--- src/hdl/stageReg.sv ---
/*
 * Pipeline boundary register
 *   valid bit with flush and freeze
 *   payload of any packed type
 */
`timescale 1ns/1ps

module stageReg #(
    parameter type payloadT = logic [15:0]
) (
    input  logic    clk,
    input  logic    rstN,
    input  logic    flush,
    input  logic    freeze,
    input  logic    inValid,
    input  payloadT inData,
    output logic    outValid,
    output payloadT outData
);

    always_ff @(posedge clk or negedge rstN) begin
        if (!rstN) begin
            outValid <= 1'b0;
        end else if (flush) begin
            outValid <= 1'b0;
        end else if (!freeze) begin
            outValid <= inValid;
        end
    end

    // Payload is meaningless while the valid bit is low
    always_ff @(posedge clk) begin
        if (!freeze) begin
            outData <= inData;
        end
    end

    // Halt freezes only after every stage has been emptied
    flushFreezeExclusive: assert property (@(posedge clk) disable iff (!rstN)
        !(flush && freeze));

endmodule

--- config.mk ---
export PLATFORM = sky130hd
export DESIGN_NAME = stageReg
export DESIGN_NICKNAME = d
export VERILOG_FILES = /design/src/hdl/stageReg.sv
export SDC_FILE = /design/constraint.sdc
export NUM_CORES = 1
export LEC_CHECK = 0
export ABC_AREA = 0
export BUFFER_PORTS_ARGS = -buffer_cell sky130_fd_sc_hd__buf_2
export CAP_MARGIN = 5
export CORE_MARGIN = 4
export CORE_UTILIZATION = 40
export DETAILED_ROUTE_END_ITERATION = 6
export HOLD_SLACK_MARGIN = 0.02
export PLACE_DENSITY = 0.79
export SLEW_MARGIN = 0
export SYNTH_ARGS = -nofsm -noshare
export SYNTH_HDL_FRONTEND = slang
export SYNTH_SLANG_ARGS = --single-unit
--- constraint.sdc ---
create_clock -name clk -period 1.85 [get_ports clk]
set_clock_uncertainty 0.1 [all_clocks]
set_input_delay 0.37 -clock clk [delete_from_list [all_inputs] [get_ports clk]]
set_output_delay 0.37 -clock clk [all_outputs]
set_load 0.005 [all_outputs]
==> Word level (Yosys, flattened, before mapping) <==
Index checks and enable logic that the tools add are counted.
{ "totals": {"regBits": 17, "input_bits": 21, "out_inout_bits": 17, "word_cells": 5} }
{ "op_classes": {"n_eq_ne": 1, "muxes": 2} }
{ "ops": {"columns": ["operator", "count"], "rows": [
  ["1-bit two-way mux", 2],
  ["2-bit inequality test (second input constant)", 1]
]} }

==> Depth between registers and ports, before layout <==
{ "logic_depth": {"depth_word": 2, "mapped_depth": 2, "mapped_depth_nobuf": 2} }

==> Worst setup path before layout <==
Ideal clock, no wire load.
{ "synth_timing": {"kind": "input port to flip-flop", "startpoint": "input port freeze", "endpoint": "register outData[0] (netlist name) (enable)", "setup_ns": 0.364, "arrival_ns": 0.691, "required_time_ns": 1.386, "slack_ns": 0.695, "cell_stages": 1, "path_buffers": 0, "cell_sequence": "inv_1"} }
{ "synth_rtl": {"columns": ["element", "line", "source"], "rows": [
  ["from (decl)", "14", "input logic freeze,"],
  ["to (signal assigned)", "34", "outData <= inData;"],
  ["to (decl)", "18", "output payloadT outData"]
]} }
No word-level cell between the ends.

==> Worst setup path in the final report <==
{ "layout_timing": {"startpoint": "register outData[0] (netlist name)", "endpoint": "output port outData[0] (netlist name)"} }
No word-level cell between the ends.

==> results.toml <==
[placed_design]
placedInstanceArea_um2 = 726
hpwl_um = 688
gp_congestion = 0.680
dp_slack_ps = 463
port_buffers = 37

[setup_path]
worstPathBufferInverterCount = 1
crit_type = "flop to primary output"
critPathMaxStageDelay_ps = 380
critical_path.slowest_cell = "edfxtp_1"
start_kind = "flop"
r2r_setup_slack_ps = 1090
cp-end-kind = "primary output"
crit_arrival_ps = 790
cp_max_fo = 1
path_cells = "buf_2"
critPathCapture = "outData[0]"
r2r-start = "outValid"
crit_cells = 1
reg2regPathDepth = 2
cp_top_family = "flip-flops"
critical_path.startpoint = "outData[0]"
regToRegEndpoint = "outValid"
required_ps = 1380

[clocking]
post-cts-setup-buffers = 0
cts-root-buf = "clkbuf_4"
cts_tree = "done"
post_cts_resized = 0
clkTransAtPathRegs_ps = 90
cts_max_level = 1
cts_buffer_depth = 2
cts.sinks = 17
numCtsBuffers = 3
clkLatencyLatePin_ps = 270

[power_and_ir_drop]
power_leakage_uw = 0.000349
seq_power_share_pct = 65.3
vdd_ir_drop_max_v = 0.000511
switchingPower_uw = 132
swShare_pct = 18.7
clock_power_share_pct = 26.0
power_frac_comb_pct = 8.7
internal_power_uw = 572
power.density_mw_per_mm2 = 924

[finish]
fillers = 88
multi_input_area_um2 = 13.8
antennaDiodeCount = 0
final_area_um2 = 762
synthToLayoutAreaGrowth_pct = 45.7
regArea_um2 = 505
fin_nets = 84
drive_above_1_share_pct = 64.5

[sta]
relSlewSlack_pct = 61.5
finalSetupTns_ps = 0
fmax_mhz = 797
fin_ws_ps = 595
rsz0062_at_grt = "no"
setup_viol = 0
period_needed_ps = 1260
worst_pin_slew_ps = 576
finalHoldViolCount = 0
period_share_pct = 67.9
drv_slew = 0

[floorplanning]
die_w_um = 44.2
die_h_um = 44.2
core_mm2 = 0.00117
rows = 12
start_util_pct = 44.7
dieArea_mm2 = 0.00195
pin_count = 38

[detailed_routing]
final_antenna_net_count = 0
drt-total-wl_um = 842
post_drt_via_cell_ratio = 4.29
firstDrtPassIters = 4
drtIter0Drc = 4
avgRoutedWirePerCell_um = 11.1
vias = 326
drc = 0

[yosys]
synth-edff-count = 16
synth_common_cells = "16 x edfxtp_1, 1 x dfrtp_1, 1 x inv_1, 1 x mux2i_1, 1 x nor2_1"
yosysTopAreaCell = "edfxtp_1"
synthArstFlopShare_pct = 5.88
yosys.area.top_type_share_pct = 91.9
syn_avg_cell_area_um2 = 26.2
ys_seq_area_share_pct = 96.7
synth_nets = 41
synth-main-ff-cell = "edfxtp_1"
synth.distinct_cells = 5
syn_area_um2 = 523
synth_most_common_cell = "edfxtp_1"
ys_top_cells_by_area = "edfxtp_1 92%, dfrtp_1 4.8%, mux2i_1 1.9%"
ys_ff_latch = 17
synthCells = 20
yosys_warnings = 0

[run]
drv_cap = 0

[outcome]
status = "completed"

[global_routing]
grt_pass1_wl_mm = 1.24
antenna_found_initial = 0
grtUsageTotal_pct = 8.92
grt_max_degree = 17
grt_pass1_vias = 309
gr-total-overflow = 0

[worst_hold_path]
hp-class = "input port to flop"
how the worst min path moves through the flow:
stage               startpoint        to  cells past startpoint
detailed placement        rstN  outValid                      1
CTS                      flush  outValid                      2
global placement          rstN  outValid                      1
floorplan                 rstN  outValid                      0
finish                   flush  outValid                      2
global route             flush  outValid                      2
sequential cells by signal, indices dropped and copies added (netlist names):
name      flops
outData      16
outValid      1
per-stage QoR:
| step | total power [uW] | instances | hold WS, ps | util [%] |
|---|---|---|---|---|
| detailed placement | 530 | 71 | 46.0 | 62.0 |
| CTS | 716 | 76 | 118 | 65.1 |
| floorplan | 481 | 20 | -25.6 | - |
| global placement | 528 | 71 | 46.5 | 62.0 |
| finish | 704 | 76 | 130 | 65.1 |
| global route | 741 | 76 | 126 | 65.1 |
kinds of logic (layout without fill, tap and decap cells):
logic type,count (synthesis),count (layout),share of synthesized area (%)
multiplexers,1,1,1.91
AND/OR/NAND/NOR,1,1,0.717
buffers and inverters,1,43,0.717
flip-flops,17,17,96.6
area by class of cell:
class | count | share of cell area [%]
Timing Repair Buffer | 38 | 25.6
Multi-Input combinational cell | 2 | 1.81
Inverter | 1 | 0.493
Sequential cell | 17 | 66.3
Clock buffer | 4 | 3.45
Tap cell | 14 | 2.30
cells in the final DEF, fill, tap and decap left out, drive strengths merged:
cell type and n:
nor2 1, edfxtp 16, clkbuf 4, dfrtp 1, inv 1, dlygate4sd3 1
mux2i 1, buf 37
layer usage:
metal,GRT usage [%],vias to the layer above,wire [um]
met3,3.25,0,124
met5,0,-,0
met1,9.07,144,273
met2,15.4,21,443
met4,5.42,0,0
li1,-,161,-
power by group through the flow:
stage | registers [uW] | clock network, uW | logic [uW]
2_1_floorplan | 474 | 0 | 6.82
3_3_place_gp | 468 | 0 | 60.4
3_5_place_dp | 469 | 0 | 61.2
4_1_cts | 460 | 193 | 62.9
5_1_grt | 463 | 211 | 68.1
6_report | 459 | 183 | 61.5
repair_timing:
item | CTS | global route
endpoints found under the hold margin | 1 | 0
hold buffers | 1 | 0
setup endpoints to repair | 0 | 0
No activity file was read; power rests on OpenSTA's default activity.
