### src/hdl/isaPkg.sv
/*
 * Instruction set definitions for the 16-bit core
 *   data width, register count, memory depths and address width
 *   opcode enumeration
 *   immediate and jump offset widths
 *   packed instruction view
 */
package isaPkg;

    localparam int XLEN       = 16;
    localparam int REG_COUNT  = 8;
    localparam int IMEM_DEPTH = 256;
    localparam int DMEM_DEPTH = 256;
    localparam int ADDR_W     = 8;

    // Immediate field of I-type and offset field of J
    localparam int IMM_W = 6;
    localparam int OFF_W = 12;

    // Codes 10 to 14 are unused and decode as illegal
    typedef enum logic [3:0] {
        OP_NOP  = 4'h0,
        OP_ADD  = 4'h1,
        OP_SUB  = 4'h2,
        OP_AND  = 4'h3,
        OP_XOR  = 4'h4,
        OP_ADDI = 4'h5,
        OP_LD   = 4'h6,
        OP_ST   = 4'h7,
        OP_BEQZ = 4'h8,
        OP_J    = 4'h9,
        OP_HALT = 4'hF
    } opcodeT;

    typedef logic [2:0] regIdxT;

    // R-type layout; I-type reuses rt and pad as the immediate
    typedef struct packed {
        opcodeT     op;
        regIdxT     rd;
        regIdxT     rs;
        regIdxT     rt;
        logic [2:0] pad;
    } instrT;

endpackage

### src/hdl/pipePkg.sv
/*
 * Bundles carried between the pipeline stages
 *   IF/ID  fetched pc and instruction
 *   ID/EX  operands, immediate and controls
 *   EX/MEM ALU result, store data and controls
 *   MEM/WB writeback value
 *   writeback bundle returned to decode
 */
package pipePkg;
    import isaPkg::*;

    typedef struct packed {
        logic [XLEN-1:0] pc;
        instrT           instr;
    } ifIdT;

    typedef struct packed {
        logic [XLEN-1:0] pc;
        logic [XLEN-1:0] opA;
        logic [XLEN-1:0] opB;
        logic [XLEN-1:0] imm;
        opcodeT          op;
        regIdxT          rd;
        logic            regWrite;
        logic            memRead;
        logic            memWrite;
        logic            isBranch;
        logic            isJump;
        logic            isHalt;
    } idExT;

    typedef struct packed {
        logic [XLEN-1:0] result;
        logic [XLEN-1:0] storeData;
        regIdxT          rd;
        logic            regWrite;
        logic            memRead;
        logic            memWrite;
        logic            isHalt;
    } exMemT;

    typedef struct packed {
        logic [XLEN-1:0] value;
        regIdxT          rd;
        logic            regWrite;
    } memWbT;

    typedef struct packed {
        logic            we;
        regIdxT          idx;
        logic [XLEN-1:0] data;
    } wbT;

endpackage

### src/hdl/memStage.sv
/*
 * Memory stage
 *   data memory, asynchronous read
 *   store observation strobe
 *   writeback value select and halt detection
 */
`timescale 1ns/1ps

module memStage (
    input  logic                      clk,
    input  logic                      inValid,
    input  pipePkg::exMemT            inData,
    output pipePkg::memWbT            outData,
    output logic                      stValid,
    output logic [isaPkg::ADDR_W-1:0] stAddr,
    output logic [isaPkg::XLEN-1:0]   stData,
    output logic                      haltSeen
);
    import isaPkg::*;

    logic [XLEN-1:0]   dmem [DMEM_DEPTH];
    logic [ADDR_W-1:0] addr;

    // Word address from the low bits of the sum
    assign addr = inData.result[ADDR_W-1:0];

    assign stValid  = inValid && inData.memWrite;
    assign stAddr   = addr;
    assign stData   = inData.storeData;
    assign haltSeen = inValid && inData.isHalt;

    always_ff @(posedge clk) begin
        if (stValid) begin
            dmem[addr] <= inData.storeData;
        end
    end

    assign outData.value    = inData.memRead ? dmem[addr] : inData.result;
    assign outData.rd       = inData.rd;
    assign outData.regWrite = inData.regWrite;

    // Decode never marks one instruction as both load and store
    loadStoreExclusive: assert property (@(posedge clk)
        inValid |-> !(inData.memRead && inData.memWrite));

endmodule

### config.mk
export PLATFORM = sky130hd
export DESIGN_NAME = memStage
export DESIGN_NICKNAME = d
export VERILOG_FILES = /design/src/hdl/isaPkg.sv /design/src/hdl/pipePkg.sv /design/src/hdl/memStage.sv
export SDC_FILE = /design/constraint.sdc
export NUM_CORES = 2
export LEC_CHECK = 0
export ABC_AREA = 0
export BUFFER_PORTS_ARGS = -buffer_cell sky130_fd_sc_hd__buf_2
export CORE_MARGIN = 1
export CORE_UTILIZATION = 45
export DETAILED_ROUTE_END_ITERATION = 10
export SLEW_MARGIN = 20
export SYNTH_ARGS = -nofsm -noshare
export SYNTH_HDL_FRONTEND = slang
export SYNTH_SLANG_ARGS = --single-unit
export TNS_END_PERCENT = 30
### constraint.sdc
create_clock -name clk -period 3.4 [get_ports clk]
set_input_delay 0.34 -clock clk [delete_from_list [all_inputs] [get_ports clk]]
set_output_delay 0.34 -clock clk [all_outputs]
set_load 0.02 [all_outputs]
# Word-level counts from Yosys, hierarchy flattened
# Memory sizes are Yosys's and may differ from the RTL's.
# Index checks and enable logic that the tools add are counted.
[totals]
reg_bits = 0
ramBits = 4096
in_bits = 41
output_inout_bits = 46
wordCells = 6
mem_count = 1
[mem_list]
columns = ["memory", "depth", "width", "read_ports", "rd_clocked_by_memory_dff", "wr", "line_no", "rtl"]
rows = [
  ["dmem", 256, 16, 1, 0, 1, "memStage.sv:21", "logic [XLEN-1:0] dmem [DMEM_DEPTH];"],
]
[op_classes]
mux = 3
reduce_logical = 2
[op_table]
columns = ["operator", "count"]
rows = [
  ["16-bit two-way mux", 1],
  ["1-bit logical AND", 2],
  ["1-bit two-way mux", 2],
]

# Logic depth before layout (Yosys ltp)
[depth]
word_depth = 3
ltp_mapped = 14
ltp_nobuf = 7

# Least setup slack after synthesis
# OpenSTA, ideal clock, no wires.
[synth_timing]
kind = "input -> register"
from = "in inData[24] in the netlist's numbering"
to = "mem dmem[182][0], enable pin"
setup_ns = 0.430
arrival_time_ns = 3.293
required_time_ns = 2.970
setup_slack_ns = -0.323
cell_stages = 8
n_path_buf = 6
path_cell_list = "buf_2 > buf_4 > buf_4 > buf_2 > buf_2 > buf_1 > nand2_1 > nor4_1"
[synth_rtl]
columns = ["element", "line_no", "rtl"]
rows = [
  ["from (decl)", "memStage.sv:12", "input pipePkg::exMemT inData,"],
  ["to (decl)", "memStage.sv:21", ""],
]
# No word-level cell before the write port.

==> metrics.md <==
| Metric | Value |
|---|---|
| Status | `finished, violations left` |
| Failing checks | `DRC, hold timing, setup timing` |
| Die area | `about 0.35 mm²` |
| Flops & latches, synth | `roughly 4100` |
| GRT overflow | `0` |
| Final worst-path cycle share | `138%` |
| Mapped Nets | `6894` |
| Max IR drop VDD | `roughly 0.00056 V` |
| CP endpoint kind | `output pin` |
| GPL Wtd Cong | `0.909` |
| 1st-pass router iterations | `9` |
| Main flop type after synthesis | `edfxtp_1` |
| Post-synth EDFFs | `4096` |
| Starting density of the core | `45.2%` |
| Post-synthesis sequential area ratio | `roughly 78%` |
| Clock buffer depth | `4` |
| WHS | `-0.0185 ns` |
| Fmax | `approximately 0.21 GHz` |
| Row count | `217` |
| Crit Path Category | `flop to output pin` |
| Hpwl dp | `between 200 and 300 mm` |
| DR DRC count | `4` |
| Port bufs | `78` |
| Ys async rst share | `0%` |
| CTS tree | `yes` |
| Final core occ | `between 50% and 60%` |
| Largest net degree at the start of global routing | `~120` |
| Worst Path Arrival | `approximately 4.4 ns` |
| Slew margin rel. | `10.6%` |
| Power Total | `around 110 mW` |
| Yosys cell types | `61` |
| Final hold viol count | `4` |
| Clock sink count | `4096` |
| Synth top area share | `77.9%` |
| Core area | `0.349 mm²` |
| Mapped cell area | `between 0.15 and 0.2 mm²` |
| Slack of the critical path | `-1.30 ns` |
| Mean post-synth cell area | `roughly 23 µm²` |
| Root buffer selected by CTS | `clkbuf_16` |
| Vias/cell | `approximately 6` |
| Cells after Synth | `about 6900` |
| Setup Buffers After CTS | `0` |
| PD cells | `~570 mW/mm²` |
| H-tree depth | `5` |
| Worst-margin pin slew | `1.34 ns` |
| Total CTS buffers | `419` |
| Leakage | `~60 nW` |
| Syn. warnings | `0` |
| Antenna viol nets, final | `0` |
| Worst-path clk slew | `0.06 ns` |
| Largest registers | `dmem x4096` |
| Ports | `87` |
| # nets final | `about 8000` |
| Largest Register | `dmem` |
| Via count | `roughly 80000` |
| Die H | `about 590 µm` |
| Antenna violations before repair | `26` |
| Ranking of synthesized cells by area | `edfxtp_1 78%, mux4_2 15%, mux2i_1 1.5%, nor2_1 0.75%, buf_4 0.48%` |
| Drt total wl | `445 mm` |
| Routed length per placed instance | `around 34 µm` |
| Chip Width | `slightly below 600 µm` |
| First DRT Iteration DRCs | `roughly 11000` |
| Hold Crit Class | `input pin to flop` |
| Setup WS pre-CTS | `-1.26 ns` |
| Max FFs per register | `roughly 4000` |
| First-pass GRT wire length | `623 mm` |
| Layout cell share with drive strength beyond 1 | `~37%` |
| Area leader, netlist | `edfxtp_1` |
| Crit path max fanout | `1` |
| Total GRT Usage | `between 20 and 30%` |
| Count of max-cap constraint violations | `0` |
| Final min period | `about 4.7 ns` |
| Worst setup SP type | `flop` |
| Req. time, crit path | `between 3 and 4 ns` |
| Max-slew violation count | `0` |
| RSZ-0062 raised after global routing | `yes` |
| Vias in the first global route | `78900` |
| P&R area growth vs syn | `18.2%` |
| Setup violators final | `16` |
==> metal layers <==
metal  GRT usage, %  up-vias  wire length, µm
met4           7.73        4            15900
met5              0        -               26
li1               -    31700                -
met3           4.20      686            40300
met2           39.4     4062           210000
met1           36.2    43000           178000
==> cell type report <==
| class | count | area, µm² |
|---|---|---|
| fillers | 26300 | 163000 |
| flip-flops and latches | 4096 | 123000 |
| multi-input cells | 2322 | 33600 |
| clock buffers | 516 | 11000 |
| repair buffers | 1181 | 10900 |
| well taps | 4599 | 5750 |
| clock inverters | 255 | 2310 |
| inverters | 9 | 41.3 |
| diodes | 4 | 10.0 |
==> synth_stat cells, drive strengths merged (17+ instances only) <==
cell    instances
a21oi          42
a31oi          24
a22oi          89
nor3           20
mux2i         234
nand2          88
a211oi         24
nor2b          17
o21ai          64
clkbuf        147
edfxtp       4096
buf           279
o22ai          35
a221oi         52
a22o           24
mux2           41
nand3          45
nor2          316
mux4         1076
==> cell families (layout without fill, tap and decap cells) <==
logic type	after synthesis	in the layout	synth area share, %
flops	4096	4096	77.9
mux	1351	1351	17.1
simple gates	538	538	1.45
buf+inv	435	1961	1.57
compound gates	433	433	1.96
other cells	0	4	0
==> metrics by stage <==
stage	setup TNS [ns]	area [µm²]	std cells
5_1_grt	-11.04	187000	13000
6_report	-9.92	187000	13000
3_3_place_gp	-14.18	172000	12200
3_5_place_dp	-13.73	172000	12200
2_1_floorplan	-4.74	158000	6853
4_1_cts	-11.36	186000	13000
==> layout by cell type (no fill, tap or decap), drive strengths merged, types with 13 or more instances in the layout <==
cell type / netlist / final
o22ai: 35 / 35
clkbuf: 147 / 521
a22oi: 89 / 89
clkinv: 2 / 198
a221oi: 52 / 52
a21oi: 42 / 42
dlygate4sd3: 0 / 13
o21ai: 64 / 64
edfxtp: 4096 / 4096
a31oi: 24 / 24
a211oi: 24 / 24
mux4: 1076 / 1076
inv: 7 / 23
buf: 279 / 1163
mux2i: 234 / 234
nand2: 88 / 88
nor2b: 17 / 17
bufinv: 0 / 32
a22o: 24 / 24
mux2: 41 / 41
nand3: 45 / 45
nor3: 20 / 20
nor2: 316 / 316
==> where the power goes <==
group	leakage [nW]	internal [mW]	total, mW	switching, mW
combinational	16.6	2.51	6.40	3.89
clock	6.46	25.3	44.7	19.4
sequential	36.8	55.6	55.6	0.0129
==> worst max-delay path: stages, from the launching register on <==
cell and delay [ns]:
edfxtp_1 0.36, mux4_2 0.50, mux4_2 0.51, a221o_1 0.42, o211ai_1 0.96, buf_4 0.27
o221ai_4 0.15, buf_6 0.21
==> final timing paths <==
check	from	endpoint	slack, ns	depth (start not counted)
setup / recovery	dmem[173][15]$_DFFE_PP_	outData[19]	-1.30	7
hold / removal	inData[18]	dmem[102][11]$_DFFE_PP_	-0.02	1
==> timing repair <==
action	4_1_cts	5_1_grt
hold buffers	13	0
hold endpoints to repair	449	0
pin swaps	18	21
endpoints found under the setup margin	16	16
gates resized for setup	120	67
Power figures use the tool's default switching activity.
