`config.mk`:
```
export PLATFORM = sky130hd
export DESIGN_NAME = execute
export DESIGN_NICKNAME = d
export VERILOG_FILES = /design/src/hdl/isaPkg.sv /design/src/hdl/pipePkg.sv /design/src/hdl/execute.sv
export SDC_FILE = /design/constraint.sdc
export NUM_CORES = 1
export LEC_CHECK = 0
export ABC_AREA = 1
export BUFFER_PORTS_ARGS = -buffer_cell sky130_fd_sc_hd__clkbuf_2
export CORE_MARGIN = 3
export CORE_UTILIZATION = 37
export DETAILED_ROUTE_END_ITERATION = 10
export GPL_TIMING_DRIVEN = 0
export PLACE_DENSITY = 0.68
export SLEW_MARGIN = 20
export SYNTH_ARGS = -nofsm -noshare
export SYNTH_HDL_FRONTEND = slang
export SYNTH_SLANG_ARGS = --single-unit
```
`constraint.sdc`:
```
create_clock -name vclk -period 7.85
set_clock_uncertainty 0.2 [all_clocks]
set_input_delay 0.3925 -clock vclk [all_inputs]
set_output_delay 0.3925 -clock vclk [all_outputs]
set_load 0.01 [all_outputs]
```
`src/hdl/isaPkg.sv`:
```
/*
 * Instruction set definitions for the 16-bit core
 *   data width, register count, memory depths and address width
 *   opcode enumeration
 *   immediate and jump offset widths
 *   packed instruction view
 */
package isaPkg;

    localparam int XLEN       = 16;
    localparam int REG_COUNT  = 8;
    localparam int IMEM_DEPTH = 256;
    localparam int DMEM_DEPTH = 256;
    localparam int ADDR_W     = 8;

    // Immediate field of I-type and offset field of J
    localparam int IMM_W = 6;
    localparam int OFF_W = 12;

    // Codes 10 to 14 are unused and decode as illegal
    typedef enum logic [3:0] {
        OP_NOP  = 4'h0,
        OP_ADD  = 4'h1,
        OP_SUB  = 4'h2,
        OP_AND  = 4'h3,
        OP_XOR  = 4'h4,
        OP_ADDI = 4'h5,
        OP_LD   = 4'h6,
        OP_ST   = 4'h7,
        OP_BEQZ = 4'h8,
        OP_J    = 4'h9,
        OP_HALT = 4'hF
    } opcodeT;

    typedef logic [2:0] regIdxT;

    // R-type layout; I-type reuses rt and pad as the immediate
    typedef struct packed {
        opcodeT     op;
        regIdxT     rd;
        regIdxT     rs;
        regIdxT     rt;
        logic [2:0] pad;
    } instrT;

endpackage

```
`src/hdl/pipePkg.sv`:
```
/*
 * Bundles carried between the pipeline stages
 *   IF/ID  fetched pc and instruction
 *   ID/EX  operands, immediate and controls
 *   EX/MEM ALU result, store data and controls
 *   MEM/WB writeback value
 *   writeback bundle returned to decode
 */
package pipePkg;
    import isaPkg::*;

    typedef struct packed {
        logic [XLEN-1:0] pc;
        instrT           instr;
    } ifIdT;

    typedef struct packed {
        logic [XLEN-1:0] pc;
        logic [XLEN-1:0] opA;
        logic [XLEN-1:0] opB;
        logic [XLEN-1:0] imm;
        opcodeT          op;
        regIdxT          rd;
        logic            regWrite;
        logic            memRead;
        logic            memWrite;
        logic            isBranch;
        logic            isJump;
        logic            isHalt;
    } idExT;

    typedef struct packed {
        logic [XLEN-1:0] result;
        logic [XLEN-1:0] storeData;
        regIdxT          rd;
        logic            regWrite;
        logic            memRead;
        logic            memWrite;
        logic            isHalt;
    } exMemT;

    typedef struct packed {
        logic [XLEN-1:0] value;
        regIdxT          rd;
        logic            regWrite;
    } memWbT;

    typedef struct packed {
        logic            we;
        regIdxT          idx;
        logic [XLEN-1:0] data;
    } wbT;

endpackage

```
`src/hdl/execute.sv`:
```
/*
 * Execute stage
 *   ALU for ADD, SUB, AND, XOR
 *   address and ADDI sums
 *   BEQZ and J resolution with redirect target
 */
`timescale 1ns/1ps

module execute (
    input  logic                      inValid,
    input  pipePkg::idExT             inData,
    output pipePkg::exMemT            outData,
    output logic                      redirect,
    output logic [isaPkg::ADDR_W-1:0] target
);
    import isaPkg::*;

    logic [XLEN-1:0] result;
    logic [XLEN-1:0] nextPc;
    logic            taken;

    always_comb begin
        case (inData.op)
            OP_ADD:  result = inData.opA + inData.opB;
            OP_SUB:  result = inData.opA - inData.opB;
            OP_AND:  result = inData.opA & inData.opB;
            OP_XOR:  result = inData.opA ^ inData.opB;
            // Base plus offset for ADDI and memory access
            OP_ADDI, OP_LD, OP_ST: begin
                result = inData.opA + inData.imm;
            end
            default: result = '0;
        endcase
    end

    // Offsets are relative to the following word
    assign nextPc = inData.pc + 1'b1 + inData.imm;

    assign taken    = inData.isJump || (inData.isBranch && inData.opA == '0);
    assign redirect = inValid && taken;
    assign target   = nextPc[ADDR_W-1:0];

    assign outData.result    = result;
    assign outData.storeData = inData.opB;
    assign outData.rd        = inData.rd;
    assign outData.regWrite  = inData.regWrite;
    assign outData.memRead   = inData.memRead;
    assign outData.memWrite  = inData.memWrite;
    assign outData.isHalt    = inData.isHalt;

endmodule

```
; Yosys cells after proc, flatten, opt, wreduce, memory -nomap -nowiden
; Cells that the tools add are included.
; Widths: inputs -> output; s select.
[totals]
in_bits = 78
ff_bits = 0
mem_bits_ro = 0
mem_count = 0
latchBits = 0
output_inout_bits = 48
mem_bits_rw = 0
elab_cells = 20
[classes]
n_mul = 0
div = 0
bitwise_logic = 2
n_reduce_logical = 5
eq_ne = 7
n_lt_le_gt_ge = 0
n_addsub = 5
shifts = 0
mux = 1
[op_table]
columns = operator, count
row1 = $pmux 16 s5, 1
row2 = $add 16x16->16, 2
row3 = $and 16x16->16, 1
row4 = $eq 4x3->1 const B, 4
row5 = $logic_not 16->1, 1
row6 = $sub 16x16->16, 1
row7 = $xor 16x16->16, 1
row8 = $add 8x1->8 const B, 1
row9 = $add 8x8->8, 1
row10 = $eq 4x2->1 const B, 2
row11 = $eq 4x1->1 const B, 1
row12 = $reduce_or 3->1, 1
row13 = $logic_and 1x1->1, 2
row14 = $logic_or 1x1->1, 1

; Longest topological paths before layout
[depth]
depth_word = 4
mapped_depth = 20
depth_no_buf = 20

; Least setup slack after synthesis
; OpenSTA, ideal clock, no wires.
[synth_timing]
path_type = input-to-output
from = input inData[29] (netlist name)
to = output outData[38] (netlist name)
path_slack_ns = 4.666
stages = 20
arrival_time_ns = 2.592
cell_sequence = inv_1 ha_1 nand2_1 nor2_2 nand2_1 nor2_2 nand3_1 nand2_1 nand3_1 a22oi_1 ha_1 a21oi_1 o21ai_0 nand2_1 nand2_1 a21oi_1 inv_1 nand2_1 nand3_1 nand2_1
[synth_rtl]
columns = item, line_no
row1 = "start, declared", execute.sv:11  ; input pipePkg::idExT inData,
row2 = "end, declared", execute.sv:12  ; output pipePkg::exMemT outData,

==> results.json <==
{
  "endpoint_kind": "output pin",
  "swShare_pct": 59.2,
  "grt_usage_pct": 21.2,
  "placed_area_mm2": 0.00330,
  "fin_setup_tns_ns": 0,
  "slew_headroom_pct": 66.2,
  "timing.final.crit_period_ns": 4.05,
  "critPathTopFamily": "simple AND/OR/NAND/NOR gates",
  "power_uw": 244,
  "postCtsSetupBuffers": 0,
  "synth.most_common_cell": "nand2_1",
  "die_w_um": 90.3,
  "dp_hpwl_um": 7630,
  "drc": 0,
  "finalSetupViolCount": 0,
  "powerDensity_mw_per_mm2": 73.8,
  "slew_viol_final": 0,
  "crit_fanout": 5,
  "antenna_found_initial": 0,
  "crit_chain": "clkbuf_2, inv_1, ha_1, nand2_1, nor2_2, nand2_1, nor2_2, nand3_1, nand2_1, nand3_1, a22oi_1, ha_1, a21oi_1, o21ai_0, nand2_1, nand2_1, a21oi_1, nand3_1, nand3_1, nand2_1, clkbuf_2",
  "synth_top_area_cell": "ha_1",
  "rows": 30,
  "p_seq_share_pct": 0,
  "dp.cells": 650,
  "worst_ep_arrival_time_ns": 3.45,
  "p_leak_nw": 1.89,
  "comb_power_share_pct": 100.0,
  "clkbuf_count": 0,
  "finalHoldViolCount": 0,
  "synth_common_cells": "nand2_1 (109), nand3_1 (55), inv_1 (51)",
  "required_ns": 7.26,
  "grt_max_degree": 11,
  "switchingPower_uw": 144,
  "critPathBufInv": 3,
  "start_kind": "input port",
  "hold_buffers": 0,
  "worst_pin_slew_ns": 0.506,
  "nets": 680,
  "areaGrowthSynthToFinish_pct": 25.7,
  "ant_nets": 0,
  "outcome": "finished clean",
  "core_area_mm2": 0.00683,
  "routabilityCongestion": 0.985,
  "crit_path_frequent_cell": "nand2_1",
  "layout-drive-gt1-share_pct": 30.1,
  "antenna_cells": 0,
  "synthCells": 443,
  "grt_pass1_vias": 3205,
  "wirelength_um": 8600,
  "crit_path_max_incr_delay_ns": 0.32,
  "drt_pass1_iterations": 5,
  "fin_crit_sh_pct": 51.6,
  "drt-initial-drc-count": 152,
  "vdd_ir_drop_max_uv": 30.7,
  "fmax_mhz": 247,
  "synth_area_mm2": 0.00263,
  "synth_warnings": 0,
  "synth_top_area_share_pct": 21.0,
  "layout.cells.non_filler": 650,
  "cap_viol_max_count": 0,
  "drt-vias-per-instance": 5.17,
  "avgSynthCellArea_um2": 5.93,
  "die_y_um": 90.3,
  "seq_cell_count": 0,
  "synth_nets": 567,
  "start_util_pct": 38.5,
  "grt_pass1_wl_um": 14800,
  "numPortBuffers": 111,
  "cts_resized": 0,
  "routedWlPerCell_um": 13.2,
  "fin_area_mm2": 0.00330,
  "yosysSeqAreaShare_pct": 0,
  "criticalPathCategory": "input port to output pin",
  "clockPowerShare_pct": 0,
  "seqCellArea_um2": 0,
  "die_area_mm2": 0.00815,
  "cp_slowest_cell": "ha_1",
  "rsz0062_at_grt": "false",
  "io_pins": 126,
  "num_vias": 3362,
  "intPower_uw": 99.5,
  "ys_types": 41,
  "hp-class": "input port to output pin",
  "grt-ovfl-total": 0,
  "yosys-top-cells-area": "ha_1 (21%), nand2_1 (16%), nand3_1 (10%), buf_4 (7.4%), inv_1 (7.3%)"
}
-- cell families (layout without fill, tap and decap cells) --
| kind of cell | count (synthesis) | in the layout | share of synthesized area (%) |
|---|---|---|---|
| XOR/XNOR | 7 | 7 | 2.33 |
| adder cells (fa/ha/maj) | 46 | 46 | 22.5 |
| AO/OA/AOI/OAI | 82 | 82 | 19.7 |
| AND/OR/NAND/NOR | 224 | 224 | 39.2 |
| buffers and inverters | 84 | 195 | 16.2 |
-- power by group through the flow --
stage          logic, mW  clock network (mW)  registers [mW]
2_1_floorplan      0.159                   0               0
3_3_place_gp       0.240                   0               0
3_5_place_dp       0.244                   0               0
4_1_cts            0.245                   0               0
5_1_grt            0.278                   0               0
6_report           0.244                   0               0
-- routing by layer --
layer	routed length, µm	vias up	share of wire [%]	track usage, %
li1	-	1702	-	-
met1	3790	1499	44	27.7
met2	3920	147	46	37.0
met3	723	14	8.4	3.25
met4	161	0	1.9	3.83
met5	0	-	0	0
-- per-stage QoR --
step	util (%)	hold slack (ns)	setup slack, ns
after CTS	48.4	0.774	3.84
final	48.4	0.772	3.80
after detailed placement	48.4	0.774	3.85
after global placement	48.4	0.775	3.89
after floorplan	-	0.677	4.67
after global routing	48.4	0.781	3.39
-- placed cells by master, fill, tap and decap left out, types with 2 or more instances in the layout --
cell      Yosys  layout
inv_1        51      51
nand2_1     109     109
fa_1          2       2
a22oi_1      10      10
nand2_4       2       2
nand4_1       6       6
nand3_1      55      55
nor2_2        6       6
inv_2         2       2
o21bai_1      2       2
nor3_1        4       4
a21o_1        5       5
o21ai_1       2       2
buf_2         3       3
ha_1         44      44
xor2_1        6       6
a21boi_0      2       2
o211ai_1      3       3
nor4_1        3       3
o21ai_0      12      12
nor2_4        2       2
or2_2         6       6
nor2_1       26      26
a21oi_1      33      33
a22o_1        3       3
clkbuf_2      0     111
o21a_1        2       2
nand2_2       3       3
buf_4        26      26
-- final cells by class --
type                       count  area (µm²)
timing repair buffer         111         556
multi-input combinational    359        2200
fill                         807        3530
tap                           96         120
buffer                        30         221
inverter                      54         205
-- worst paths after layout --
path / start / endpoint / slack, ns / cells past startpoint
min: inData[8] / outData[6] / 0.77 / 2
max: inData[29] / outData[38] / 3.80 / 21
(Power assumes the default switching activity.)
