## src/hdl/isaPkg.sv

```systemverilog
/*
 * Instruction set definitions for the 16-bit core
 *   data width, register count, memory depths and address width
 *   opcode enumeration
 *   immediate and jump offset widths
 *   packed instruction view
 */
package isaPkg;

    localparam int XLEN       = 16;
    localparam int REG_COUNT  = 8;
    localparam int IMEM_DEPTH = 256;
    localparam int DMEM_DEPTH = 256;
    localparam int ADDR_W     = 8;

    // Immediate field of I-type and offset field of J
    localparam int IMM_W = 6;
    localparam int OFF_W = 12;

    // Codes 10 to 14 are unused and decode as illegal
    typedef enum logic [3:0] {
        OP_NOP  = 4'h0,
        OP_ADD  = 4'h1,
        OP_SUB  = 4'h2,
        OP_AND  = 4'h3,
        OP_XOR  = 4'h4,
        OP_ADDI = 4'h5,
        OP_LD   = 4'h6,
        OP_ST   = 4'h7,
        OP_BEQZ = 4'h8,
        OP_J    = 4'h9,
        OP_HALT = 4'hF
    } opcodeT;

    typedef logic [2:0] regIdxT;

    // R-type layout; I-type reuses rt and pad as the immediate
    typedef struct packed {
        opcodeT     op;
        regIdxT     rd;
        regIdxT     rs;
        regIdxT     rt;
        logic [2:0] pad;
    } instrT;

endpackage

```

## src/hdl/pipePkg.sv

```systemverilog
/*
 * Bundles carried between the pipeline stages
 *   IF/ID  fetched pc and instruction
 *   ID/EX  operands, immediate and controls
 *   EX/MEM ALU result, store data and controls
 *   MEM/WB writeback value
 *   writeback bundle returned to decode
 */
package pipePkg;
    import isaPkg::*;

    typedef struct packed {
        logic [XLEN-1:0] pc;
        instrT           instr;
    } ifIdT;

    typedef struct packed {
        logic [XLEN-1:0] pc;
        logic [XLEN-1:0] opA;
        logic [XLEN-1:0] opB;
        logic [XLEN-1:0] imm;
        opcodeT          op;
        regIdxT          rd;
        logic            regWrite;
        logic            memRead;
        logic            memWrite;
        logic            isBranch;
        logic            isJump;
        logic            isHalt;
    } idExT;

    typedef struct packed {
        logic [XLEN-1:0] result;
        logic [XLEN-1:0] storeData;
        regIdxT          rd;
        logic            regWrite;
        logic            memRead;
        logic            memWrite;
        logic            isHalt;
    } exMemT;

    typedef struct packed {
        logic [XLEN-1:0] value;
        regIdxT          rd;
        logic            regWrite;
    } memWbT;

    typedef struct packed {
        logic            we;
        regIdxT          idx;
        logic [XLEN-1:0] data;
    } wbT;

endpackage

```

## src/hdl/decode.sv

```systemverilog
/*
 * Decode stage
 *   control generation from the opcode
 *   register file, r0 hardwired to zero, write-first read
 *   immediate sign extension
 *   illegal opcode detection and sticky error flag
 */
`timescale 1ns/1ps

module decode (
    input  logic           clk,
    input  logic           rstN,
    input  logic           inValid,
    input  pipePkg::ifIdT  inData,
    input  pipePkg::wbT    wb,
    output pipePkg::idExT  outData,
    output logic           illegal,
    output logic           err
);
    import isaPkg::*;

    logic [XLEN-1:0] regs [REG_COUNT];
    instrT           ins;
    regIdxT          srcB;
    logic [XLEN-1:0] imm6;
    logic [XLEN-1:0] off12;
    logic            known;

    assign ins   = inData.instr;
    // ST takes its data from rd
    assign srcB  = (ins.op == OP_ST) ? ins.rd : ins.rt;
    assign imm6  = {{(XLEN - IMM_W){inData.instr[IMM_W-1]}}, inData.instr[IMM_W-1:0]};
    assign off12 = {{(XLEN - OFF_W){inData.instr[OFF_W-1]}}, inData.instr[OFF_W-1:0]};

    function automatic logic [XLEN-1:0] readReg(regIdxT idx);
        if (idx == '0) begin
            return '0;
        end
        // Same-cycle writeback bypass
        if (wb.we && wb.idx == idx) begin
            return wb.data;
        end
        return regs[idx];
    endfunction

    always_comb begin
        outData     = '0;
        outData.pc  = inData.pc;
        outData.opA = readReg(ins.rs);
        outData.opB = readReg(srcB);
        outData.imm = imm6;
        outData.op  = ins.op;
        outData.rd  = ins.rd;
        known       = 1'b1;
        case (ins.op)
            OP_NOP: ;
            OP_ADD, OP_SUB, OP_AND, OP_XOR, OP_ADDI: begin
                outData.regWrite = (ins.rd != '0);
            end
            OP_LD: begin
                outData.regWrite = (ins.rd != '0);
                outData.memRead  = 1'b1;
            end
            OP_ST:   outData.memWrite = 1'b1;
            OP_BEQZ: outData.isBranch = 1'b1;
            OP_J: begin
                outData.isJump = 1'b1;
                outData.imm    = off12;
            end
            OP_HALT: outData.isHalt = 1'b1;
            default: begin
                // Unknown code travels on as a NOP
                known      = 1'b0;
                outData.op = OP_NOP;
            end
        endcase
    end

    assign illegal = inValid && !known;

    always_ff @(posedge clk) begin
        if (wb.we) begin
            regs[wb.idx] <= wb.data;
        end
    end

    always_ff @(posedge clk or negedge rstN) begin
        if (!rstN) begin
            err <= 1'b0;
        end else if (illegal) begin
            err <= 1'b1;
        end
    end

    // Destination r0 must have been filtered before the pipeline
    noWriteToR0: assert property (@(posedge clk) disable iff (!rstN)
        wb.we |-> wb.idx != '0);

endmodule

```

## config.mk

```make
export PLATFORM = sky130hd
export DESIGN_NAME = decode
export DESIGN_NICKNAME = d
export VERILOG_FILES = /design/src/hdl/isaPkg.sv /design/src/hdl/pipePkg.sv /design/src/hdl/decode.sv
export SDC_FILE = /design/constraint.sdc
export NUM_CORES = 1
export LEC_CHECK = 0
export BUFFER_PORTS_ARGS = -buffer_cell sky130_fd_sc_hd__buf_2
export CAP_MARGIN = 25
export CORE_ASPECT_RATIO = 1.25
export CORE_MARGIN = 5
export CORE_UTILIZATION = 50
export CTS_BUF_LIST = sky130_fd_sc_hd__clkbuf_8
export CTS_CLUSTER_DIAMETER = 100
export DETAILED_ROUTE_END_ITERATION = 6
export GPL_ROUTABILITY_DRIVEN = 0
export GPL_TIMING_DRIVEN = 0
export PLACE_DENSITY = 0.73
export SLEW_MARGIN = 10
export SYNTH_ARGS = -nofsm -noshare
export SYNTH_HDL_FRONTEND = slang
export SYNTH_SLANG_ARGS = --single-unit
```

## constraint.sdc

```tcl
create_clock -name clk -period 3.8 [get_ports clk]
set_input_delay 0.57 -clock clk [delete_from_list [all_inputs] [get_ports clk]]
set_output_delay 0.57 -clock clk [all_outputs]
set_load 0.1 [all_outputs]
```

Yosys cells after proc, flatten, opt, wreduce, memory -nomap -nowiden --
Memory sizes are Yosys's and may differ from the RTL's. Index checks and enable logic that the tools add are counted.
Storage, ports and cells: flip-flop bits (word level) 1, memory bits (writable) 128, input bits 55, word-level logic and storage cells 50, memories 1
Memories:
- regs | depth 8, width 16, rd ports 2, clocked after memory_dff 0, write ports 1, line decode.sv:22 | logic [XLEN-1:0] regs [REG_COUNT];
Cells by class: equality and inequality tests 12, mux-type cells 26, reduce and logical (&&, ||, !) cells 10
Operators by type and width (count):
- two-way mux 16 bit | 9
- == test 4 x 3 -> 1 bit, second input constant | 4
- two-way mux 1 bit | 15
- == test 4 bit, second input constant | 3
- OR reduction 11 bit | 1
- == test 4 x 2 -> 1 bit, second input constant | 2
- == test 3 bit | 2
- logical NOT 3 bit | 2
- OR reduction 6 bit | 1
- == test 4 x 1 -> 1 bit, second input constant | 1
- logical NOT 4 bit | 1
- two-way mux 4 bit | 1
- logical AND 1 bit | 3
- two-way mux 3 bit | 1
- nonzero test 3 bit | 1
- logical NOT 1 bit | 1

Logic depth before layout (Yosys ltp) --
word-level depth 8, gate-level depth with buffers 10

Least setup slack after synthesis --
No wires, ideal clock.
path type in2out, start point in inData[14] in the netlist's numbering, end point out outData[33] in the netlist's numbering, arrival 4.175 ns, data required time 3.230 ns, slack -0.945 ns, stages 10, buffers on the path 3, cell sequence buf_6 > nand4b_4 > inv_4 > mux2_4 > and2_1 > buf_6 > buf_2 > a22oi_1 > a21oi_1 > nor3_1
RTL lines:
- start: declaration | line decode.sv:14 | input pipePkg::ifIdT inData,
- end: declaration | line decode.sv:16 | output pipePkg::idExT outData,

==> results.md <==
- Vias: between 5000 and 6000
- Die height: between 100 and 150 µm
- CTS tree: yes
- Cell area after layout: around 8600 µm²
- Top cell by count, worst path: buf_2
- CTS clk-pin slew, worst paths: 0.07 ns
- Net count, final: a little under 700
- Critical path arrival: 3.11 ns
- Pleak: 3.326 nW
- DRT antenna net count: 0
- ANT cells: 0
- CP Max Fanout: 10
- Setup ws final: 0.1171 ns
- Worst skew pair latency: ~0.44 ns
- Most common cell after layout, fill and taps aside: edfxtp_1
- Worst rel slew slack: roughly 33%
- Die ar.: 16630 µm²
- Final min period: roughly 3.7 ns
- Setup TNS: 0 ns
- Critical R2R Launch: err$_DFFE_PN0P_
- Max cap viols: 0
- Max Clock Freq: roughly 0.27 GHz
- Max IR drop VDD: about 280 µV
- Clock buffer depth: 2
- RSZ-0062 raised after global routing: no
- GRT Util Overall: between 20% and 30%
- Number of synthesized flops with an enable pin: ~130
- Total congestion overflow: 0
- Port Buf Inserts: approximately 110
- CTS H-Tree Depth: 4
- WS Path Type: in -> out
- Crit path launch: inData[15]
- Setup violators final: 0
- Fin crit share: between 90% and 100%
- Post-Syn Instances: 492
- Synth cell types: 40
- Slew @ Worst Pin: approximately 1 ns
- Largest net degree at the start of global routing: 17
- Fin. max-slew vios: 0
- CP max stage cell: nor2_1
- HP Class: in -> async
- Req. time, crit path: 3.23 ns
- Startpoint Class: input port
- Critical Path Max Stage Delay: about 0.56 ns
- Syn avg cell area: between 10 and 15 µm²
- Final HPWL DP: 13.74 mm
- Yosys reg bits: 129
- Post-Syn Area: 7068 µm²
- Max Clock Skew: 0 ns
- Num CTS Buffers: 17
- Layout Area Growth over Synthesis: 21.49%
- DRC errors left: 0
- Top FF cell, synth: edfxtp_1
- Core ar.: approximately 14000 µm²
- Drt pass-1 iters: 7
- Postcts setup bufs: 0
- Fraction of synthesis flops using an asynchronous set or reset pin: less than 1%
- Number of global-route vias before repair: approximately 5200
- I/O pin count: about 130
- Status: complete, no violations
- Yosys warns: 0
- Starting Density: between 50% and 60%
- Critical-path cell list: buf_2, nand4b_4, inv_4, mux2_4, nor2_1, buf_2, a22oi_1, a21oi_1, nor3_4, buf_2
- Via/cell ratio: approximately 6.2
- Syn_nets: about 550
- Setup WS pre-CTS: -0.05142 ns
- Iter 0 DRT Violations: 445
- FP Rows: between 40 and 50
- Initial antenna violation count: 0
- CP Capture Type: output port
- Most frequent cells in the layout: edfxtp_1, buf_2, mux2i_1
- Die W: 116.3 µm
- PnR Total Power: 0.004058 W
- Endpoints failing hold: 0
- Share of cells above drive strength 1: 43.04%
- WL final: 20.02 mm
- Sequential area share after synthesis: between 50 and 60%
- Placed cell areas: 8154 µm²
- Pwr per Cell Area: about 470 nW/µm²
- Global-route wire length before repair: 29.56 mm
- Root Driver: clkbuf_8
- # clock sinks: ~130
- Drt wl/cell: ~25 µm
-- per-stage QoR --
step	hold slack (ns)	std cells	utilization, %
after floorplan	0.2744	492	-
after global placement	0.3452	773	57.67
after detailed placement	0.3493	782	58.78
after CTS	0.4082	814	61.89
after global routing	0.4113	814	61.90
final	0.4268	814	61.90
-- cell type report --
class | count | area, µm²
clock buffers | 17 | 234.0
well taps | 175 | 219.0
multi-input cells | 289 | 2895
flip-flops and latches | 129 | 3869
repair buffers | 116 | 664.4
clock inverters | 15 | 191.4
fillers | 1073 | 5286
inverters | 5 | 21.27
plain buffers | 68 | 493.0
-- synth_stat cells (2+ instances only) --
cell type  count  area, µm²
and2_1         3      18.77
nor2_1        27      101.4
a21boi_0       4      30.03
nand2_1        7      26.28
buf_12         2      40.04
nand2b_1       3      18.77
buf_4         29      217.7
mux2i_1       82      820.8
a21o_1         6      45.04
clkbuf_1      11      41.29
o221ai_1       2      17.52
buf_1          2      7.510
a211oi_1      16      120.1
nor2b_1       18      112.6
mux4_2        32      720.7
buf_6          7      78.83
nor3_1        11      55.05
a21oi_1       17      85.08
and3_1         4      25.02
xnor2_1        3      26.28
edfxtp_1     128       3844
nor3_2        10      100.1
buf_2         16      80.08
buf_8          2      30.03
a22oi_1       32      240.2
inv_1          4      15.01
-- sequential cells by signal, summed over array words and instances (netlist names) --
signal and cells:
regs 128, err 1
-- worst max-delay path, delay by kind of cell --
family | cells | cell delay, ns
buffers and inverters | 4 | 0.99
and+or+nand+nor | 3 | 0.81
AOI/OAI and AO/OA | 2 | 0.43
muxes | 1 | 0.31
-- routing by layer --
layer / vias to the layer above / routed length [µm] / track usage, %
li1: 2172 / - / -
met1: 2528 / 7515 / 30.58
met2: 314 / 10020 / 40.75
met3: 44 / 1941 / 6.401
met4: 0 / 546 / 9.163
met5: - / 0 / 0
-- power breakdown --
group	total (W)	internal, W	switching [W]	leakage [nW]
Sequential	0.00163	0.00161	0.0000207	1.17
Combinational	0.00117	0.000282	0.000884	1.96
Clock	0.00126	0.000708	0.000551	0.197
Total	0.00406	0.00260	0.00146	3.33
-- final timing paths --
kind,endpoint,slack [ns],depth (start not counted)
worst max-delay path,outData[34],0.12,10
worst min-delay path,err$_DFFE_PN0P_,0.43,2
worst max register to register,err$_DFFE_PN0P_,3.01,1
worst min register to register,err$_DFFE_PN0P_,0.49,1
max in group asynchronous,err$_DFFE_PN0P_,3.28,2
min in group clk,regs[5][15]$_DFFE_PP_,0.43,1
-- timing repair --
action	in CTS	in global routing
endpoints found under the setup margin	10	10
hold endpoints to repair	1	0
gates resized for setup	0	1
hold buffers	1	0
pin swaps	0	0
-- cell families (layout without fill, tap and decap cells) --
logic type / after synthesis / in the layout / share of synthesized area [%]
simple gates: 91 / 91 / 7.524
flops: 129 / 129 / 54.74
mux: 116 / 116 / 22.22
xor+xnor: 4 / 4 / 0.4958
buf+inv: 74 / 221 / 7.311
compound gates: 78 / 78 / 7.718
No activity file was read; power rests on OpenSTA's default activity.
