File: src/hdl/isaPkg.sv
/*
 * Instruction set definitions for the 16-bit core
 *   data width, register count, memory depths and address width
 *   opcode enumeration
 *   immediate and jump offset widths
 *   packed instruction view
 */
package isaPkg;

    localparam int XLEN       = 16;
    localparam int REG_COUNT  = 8;
    localparam int IMEM_DEPTH = 256;
    localparam int DMEM_DEPTH = 256;
    localparam int ADDR_W     = 8;

    // Immediate field of I-type and offset field of J
    localparam int IMM_W = 6;
    localparam int OFF_W = 12;

    // Codes 10 to 14 are unused and decode as illegal
    typedef enum logic [3:0] {
        OP_NOP  = 4'h0,
        OP_ADD  = 4'h1,
        OP_SUB  = 4'h2,
        OP_AND  = 4'h3,
        OP_XOR  = 4'h4,
        OP_ADDI = 4'h5,
        OP_LD   = 4'h6,
        OP_ST   = 4'h7,
        OP_BEQZ = 4'h8,
        OP_J    = 4'h9,
        OP_HALT = 4'hF
    } opcodeT;

    typedef logic [2:0] regIdxT;

    // R-type layout; I-type reuses rt and pad as the immediate
    typedef struct packed {
        opcodeT     op;
        regIdxT     rd;
        regIdxT     rs;
        regIdxT     rt;
        logic [2:0] pad;
    } instrT;

endpackage

File: src/hdl/pipePkg.sv
/*
 * Bundles carried between the pipeline stages
 *   IF/ID  fetched pc and instruction
 *   ID/EX  operands, immediate and controls
 *   EX/MEM ALU result, store data and controls
 *   MEM/WB writeback value
 *   writeback bundle returned to decode
 */
package pipePkg;
    import isaPkg::*;

    typedef struct packed {
        logic [XLEN-1:0] pc;
        instrT           instr;
    } ifIdT;

    typedef struct packed {
        logic [XLEN-1:0] pc;
        logic [XLEN-1:0] opA;
        logic [XLEN-1:0] opB;
        logic [XLEN-1:0] imm;
        opcodeT          op;
        regIdxT          rd;
        logic            regWrite;
        logic            memRead;
        logic            memWrite;
        logic            isBranch;
        logic            isJump;
        logic            isHalt;
    } idExT;

    typedef struct packed {
        logic [XLEN-1:0] result;
        logic [XLEN-1:0] storeData;
        regIdxT          rd;
        logic            regWrite;
        logic            memRead;
        logic            memWrite;
        logic            isHalt;
    } exMemT;

    typedef struct packed {
        logic [XLEN-1:0] value;
        regIdxT          rd;
        logic            regWrite;
    } memWbT;

    typedef struct packed {
        logic            we;
        regIdxT          idx;
        logic [XLEN-1:0] data;
    } wbT;

endpackage

File: src/hdl/fetch.sv
/*
 * Fetch stage
 *   instruction memory with program load port
 *   program counter with redirect and freeze
 */
`timescale 1ns/1ps

module fetch (
    input  logic                      clk,
    input  logic                      rstN,
    input  logic                      start,
    input  logic                      freeze,
    input  logic                      progWe,
    input  logic [isaPkg::ADDR_W-1:0] progAddr,
    input  logic [isaPkg::XLEN-1:0]   progData,
    input  logic                      redirect,
    input  logic [isaPkg::ADDR_W-1:0] target,
    output pipePkg::ifIdT             fetched,
    output logic                      fetchValid
);
    import isaPkg::*;

    logic [XLEN-1:0]   imem [IMEM_DEPTH];
    logic [ADDR_W-1:0] pc;

    // Program load, only used while start is low
    always_ff @(posedge clk) begin
        if (progWe) begin
            imem[progAddr] <= progData;
        end
    end

    // Redirect wins over sequential advance
    always_ff @(posedge clk or negedge rstN) begin
        if (!rstN) begin
            pc <= '0;
        end else if (!freeze) begin
            if (redirect) begin
                pc <= target;
            end else if (start) begin
                pc <= pc + 1'b1;
            end
        end
    end

    // Asynchronous read so the word is fetched in the same cycle
    assign fetched.pc    = {{(XLEN - ADDR_W){1'b0}}, pc};
    assign fetched.instr = instrT'(imem[pc]);
    assign fetchValid    = start && !freeze;

endmodule

File: config.mk
export PLATFORM = sky130hd
export DESIGN_NAME = fetch
export DESIGN_NICKNAME = d
export VERILOG_FILES = /design/src/hdl/isaPkg.sv /design/src/hdl/pipePkg.sv /design/src/hdl/fetch.sv
export SDC_FILE = /design/constraint.sdc
export NUM_CORES = 2
export LEC_CHECK = 0
export BUFFER_PORTS_ARGS = -buffer_cell sky130_fd_sc_hd__buf_4
export CORE_MARGIN = 2
export CORE_UTILIZATION = 30
export CTS_CLUSTER_SIZE = 14
export DETAILED_ROUTE_END_ITERATION = 8
export PLACE_DENSITY = 0.51
export SETUP_SLACK_MARGIN = 0.05
export SLEW_MARGIN = 20
export SYNTH_ARGS = -nofsm -noshare
export SYNTH_HDL_FRONTEND = slang
export SYNTH_SLANG_ARGS = --single-unit
File: constraint.sdc
create_clock -name clk -period 6.7 [get_ports clk]
set_clock_uncertainty 0.1 [all_clocks]
set_input_delay 0.335 -clock clk [delete_from_list [all_inputs] [get_ports clk]]
set_output_delay 0.335 -clock clk [all_outputs]
set_load 0.02 [all_outputs]
# Word level (Yosys, flattened, before mapping)
# Memories as Yosys holds them, arrays and structs flattened.
# Cells that the tools add are included.
[totals] memories=1 input_bits=38 register_bits=8 ramBits=4096 out_inout_bits=33
[classes] add_sub_neg=1 muxes=4 n_bitwise=1 reduce_logical=4
[mem_list] name="imem" words=256 width=16 rd=1 rd_clocked_by_memory_dff=0 write_ports=1 line_no="fetch.sv:23" text="logic [XLEN-1:0] imem [IMEM_DEPTH];"
[op_table] operator="$mux 8" n=2
[op_table] operator="$add 8x1->8 const B" n=1
[op_table] operator="$mux 1" n=2
[op_table] operator="$reduce_and 2->1" n=1
[op_table] operator="$reduce_bool 2->1" n=1
[op_table] operator="$logic_and 1x1->1" n=1
[op_table] operator="$logic_not 1->1" n=1
[op_table] operator="$not 1->1" n=1

# Logic depth before layout (Yosys ltp)
[depth] word_depth=3 depth_mapped=12 mapped_depth_nobuf=6

# Worst setup path after synthesis
# No wires, ideal clock.
[synth_path] path_type="reg2out" from="reg pc[0]" to="out fetched[12] (netlist name)" arrival_ns=2.744 required_time_ns=6.265 stages_incl_launch_ff=12 slack_ns=3.521 path_cell_list="dfrtp_1 buf_6 buf_12 buf_12 buf_8 buf_8 mux2i_1 a221oi_1 a21oi_1 o21ai_1 a211oi_1 nor4_1"
[synth_rtl] element="from (decl)" line_no="fetch.sv:24" text="logic [ADDR_W-1:0] pc;"
[synth_rtl] element="from (signal assigned)" line_no="fetch.sv:39" text="pc <= target;"
[synth_rtl] element="from (signal assigned)" line_no="fetch.sv:41" text="pc <= pc + 1'b1;"
[synth_rtl] element="to (decl)" line_no="fetch.sv:18" text="output pipePkg::ifIdT fetched,"

==> metrics.md <==
| Metric | Value |
|---|---|
| Largest net degree at the start of global routing | 196 |
| Mapped Cells | 7240 |
| RSZ-0062 raised after global routing | no |
| Gr usage total | 18.8% |
| Die area | 0.534 mm2 |
| Post-placement cell area | 0.170 mm2 |
| Post-route setup slack | -0.0238 ns |
| PwrDens | 332 mW/mm2 |
| Prevailing post-synth register cell | edfxtp_1 |
| Routed WL per cell | 33.9 um |
| Grt ovf | 0 |
| # DRC | 0 |
| Fin. max-slew vios | 0 |
| Setup Viol. Count Final | 1 |
| Placer Congestion | 0.844 |
| Fin crit period | 6.72 ns |
| CTS root buf | clkbuf_16 |
| Final HPWL DP | 314000 um |
| Hold WC Path Type | in2reg |
| Vias in the first global route | 80000 |
| CP Cell Sequence | and2_2 -> buf_4 -> nand2_1 -> o211ai_1 -> a2111oi_2 -> buf_4 -> nor4_2 -> buf_4 |
| Clock sink count | 4104 |
| Pleak | 56.5 nW |
| First-pass GRT wire length | 694000 um |
| CP max-delay cell | dfrtp_4 |
| Initial antenna violation count | 64 |
| Fraction of layout cells with a size suffix above 1 | 27.8% |
| H-tree depth | 5 |
| Die Span Y | 731 um |
| # rows | 266 |
| DRT met1 WL | 212000 um |
| Fillers | 48400 |
| Clock transition at path regs | 0.06 ns |
| Crit start category | flip-flop |
| Layout Nets | 7852 |
| #FFs+latches synth | 4104 |
| VDD IR-drop max | 0.000229 V |
| Vias | 81700 |
| Core region area | 0.525 mm2 |
| Failing checks | negative setup slack |
| Area grow syn2layout | 16.4% |
| Synthesized area | 0.158 mm2 |
| Clock Latency Late Sink | 1.02 ns |
| Initial Util | 30.2% |
| CP max stage delay | 0.98 ns |
| Worst-case clock buffer depth | 4 |
| Status | finished, violations left |
| Port bufs | 62 |
| Post-synth EDFFs | 4096 |
| Pre-antenna DRT Iters | 6 |
| Max Clk Rate | 0.149 GHz |
| Syn. warnings | 0 |
| TritonCTS clock tree | done |
| Wire length on met3 | 45300 um |
| Most common cell type on the critical path | buf_4 |
| CP Capture Type | output pin |
| WP buf/inv | 3 |
| Critical path type | reg2out |
| Syn_area_per_cell | 21.9 um2 |
| Critical path peak fanout | 36 |
| Antenna-violating nets left | 0 |
| Slew headroom | 10.3% |
| Unique masters post-synth | 82 |
| Worst-Margin Slew | 1.33 ns |
| Final Hold Vio Count | 0 |
| Critical Path RT | 6.26 ns |
| Post-route cell area | 0.184 mm2 |
| Avg Vias per Cell | 5.39 |
| Die width | 731 um |
| CP arrival | 6.29 ns |
| Hold WS | 0.106 ns |
| CTS Buf Count | 420 |
| Total wire length | 514000 um |
| IO Pins | 71 |
| Max layer used | met5 |
| Initial DRC count | 11600 |
| Met2 wire length | 238000 um |
| Max-Cap Viols | 0 |
| CP delay by family, top | simple AND/OR/NAND/NOR gates |
| Sequential-to-total area share from yosys stat | 77.8% |
| Tcrit/Tclk final | 100% |
| Async S/R FF share, synth | 0.195% |
[power breakdown]
group          internal (W)  switching [W]  total [W]  leakage [nW]
Combinational       0.00325        0.00599    0.00924          13.0
Sequential           0.0283       0.000156     0.0285          36.9
Clock                0.0134         0.0100     0.0234          6.64
Total                0.0450         0.0162     0.0611          56.5
[worst register-to-register path, cell delays in order (launching register included)]
cell and delay [ns]:
dfrtp_4 1.04, buf_4 0.85, and3_1 0.31, nand2_1 0.24, nor4_1 0.34, a21oi_1 0.07
dlygate4sd3_1 0.57, o21ai_0 0.18, dlygate4sd3_1 0.58
[cell type report]
| cell class | count | area (um2) | area share, % |
|---|---|---|---|
| well taps | 6968 | 8720 | 4.73 |
| diodes | 28 | 70.1 | 0.0380 |
| inverters | 8 | 51.3 | 0.0278 |
| repair buffers | 592 | 5440 | 2.95 |
| clock buffers | 527 | 11000 | 5.99 |
| multi-input cells | 2687 | 33300 | 18.0 |
| clock inverters | 248 | 2580 | 1.40 |
| flip-flops and latches | 4104 | 123000 | 66.8 |
[state kept, by name, summed over array words and instances (netlist names)]
register  cells
imem       4096
pc            8
[Yosys cell counts, types with 11 or more instances]
library cell	number	area, um2
nor2b_1	21	131
edfxtp_1	4096	123000
mux2i_1	359	3590
buf_1	28	105
o21ai_0	68	340
nand3_1	56	280
nand2b_1	11	68.8
buf_8	17	255
a31oi_1	33	206
buf_12	11	220
buf_6	42	473
nor3_1	11	55.1
o22ai_1	32	200
nor2_1	294	1100
mux2_2	37	417
clkbuf_1	169	634
a221oi_1	75	657
mux4_2	895	20200
o221ai_1	56	490
nand2_1	147	552
o21ai_1	13	65.1
o211ai_1	20	150
a211oi_1	44	330
a21oi_1	170	851
a22oi_1	128	961
nand4_1	21	131
buf_4	60	450
buf_2	121	606
a22o_1	26	228
[cells by family (layout without fill, tap and decap cells)]
| kind of cell | Yosys count | in the layout | synth area share, % |
|---|---|---|---|
| compound gates | 774 | 774 | 3.48 |
| fa+ha+maj | 1 | 1 | 0.00790 |
| buf+inv | 456 | 1375 | 1.75 |
| flops | 4104 | 4104 | 77.8 |
| mux | 1291 | 1291 | 15.3 |
| other cells | 1 | 36 | 0.00237 |
| simple gates | 613 | 613 | 1.72 |
[what timing repair did]
| action | in CTS | in global routing |
|---|---|---|
| buffers inserted | 2 | 4 |
| resized for setup | 8 | 0 |
| hold buffers | 43 | 0 |
| hold endpoints to repair | 1259 | 0 |
| pin swaps | 1 | 0 |
| cloned | 0 | 0 |
| setup endpoints to repair | 5 | 1 |
[per-stage QoR]
stage / TNS, ns / power (W) / worst slack [ns] / util, % / instances
global placement: 0 / 0.0381 / 0.673 / 32.3 / 14300
floorplan: 0 / 0.0338 / 3.52 / - / 7247
finish: -0.0238 / 0.0611 / -0.0238 / 35.1 / 15200
detailed placement: 0 / 0.0381 / 0.720 / 32.4 / 14300
CTS: 0 / 0.0615 / 0.0692 / 35.1 / 15100
global route: 0 / 0.0626 / 0.129 / 35.1 / 15100
[per-layer routing]
metal	track usage [%]	vias up
met1	26.1	44900
met4	6.33	16
met2	29.5	4119
li1	-	31900
met5	0	-
met3	3.68	764
[worst paths after layout]
path                        startpoint            end  slack (ns)  cells after the start
max reg2reg                      pc[3]          pc[7]        2.34                      8
min reg2reg                      pc[6]          pc[6]        1.13                      3
min                        progAddr[4]  imem[188][11]        0.11                      4
max in group asynchronous         rstN          pc[0]        5.82                      3
max                              pc[5]     fetched[3]       -0.02                      8
min in group asynchronous         rstN          pc[3]        0.31                      3
[cells in the final DEF (no fill, tap or decap), drive strengths merged, types with 7 or more instances in the layout]
master | Yosys | final
nand2b | 11 | 11
mux2i | 359 | 359
o32ai | 9 | 9
a22oi | 128 | 128
bufinv | 0 | 46
o21ai | 81 | 81
nor4 | 7 | 7
o211ai | 20 | 20
nor2b | 21 | 21
o31ai | 10 | 10
nand2 | 147 | 147
a31oi | 33 | 33
a221oi | 85 | 85
nand4 | 21 | 21
a21oi | 170 | 170
o221ai | 56 | 56
a221o | 10 | 10
dlygate4sd3 | 0 | 43
nand3 | 56 | 56
inv | 6 | 19
clkbuf | 169 | 528
clkinv | 2 | 182
o22ai | 32 | 32
edfxtp | 4096 | 4096
a211o | 7 | 7
and2 | 7 | 7
mux2 | 37 | 37
mux4 | 895 | 895
clkinvlp | 0 | 9
nor3 | 12 | 12
conb | 1 | 8
a211oi | 44 | 44
nor2 | 295 | 295
diode | 0 | 28
buf | 279 | 548
dfrtp | 8 | 8
a22o | 26 | 26
a311oi | 7 | 7
Power figures use the tool's default switching activity.
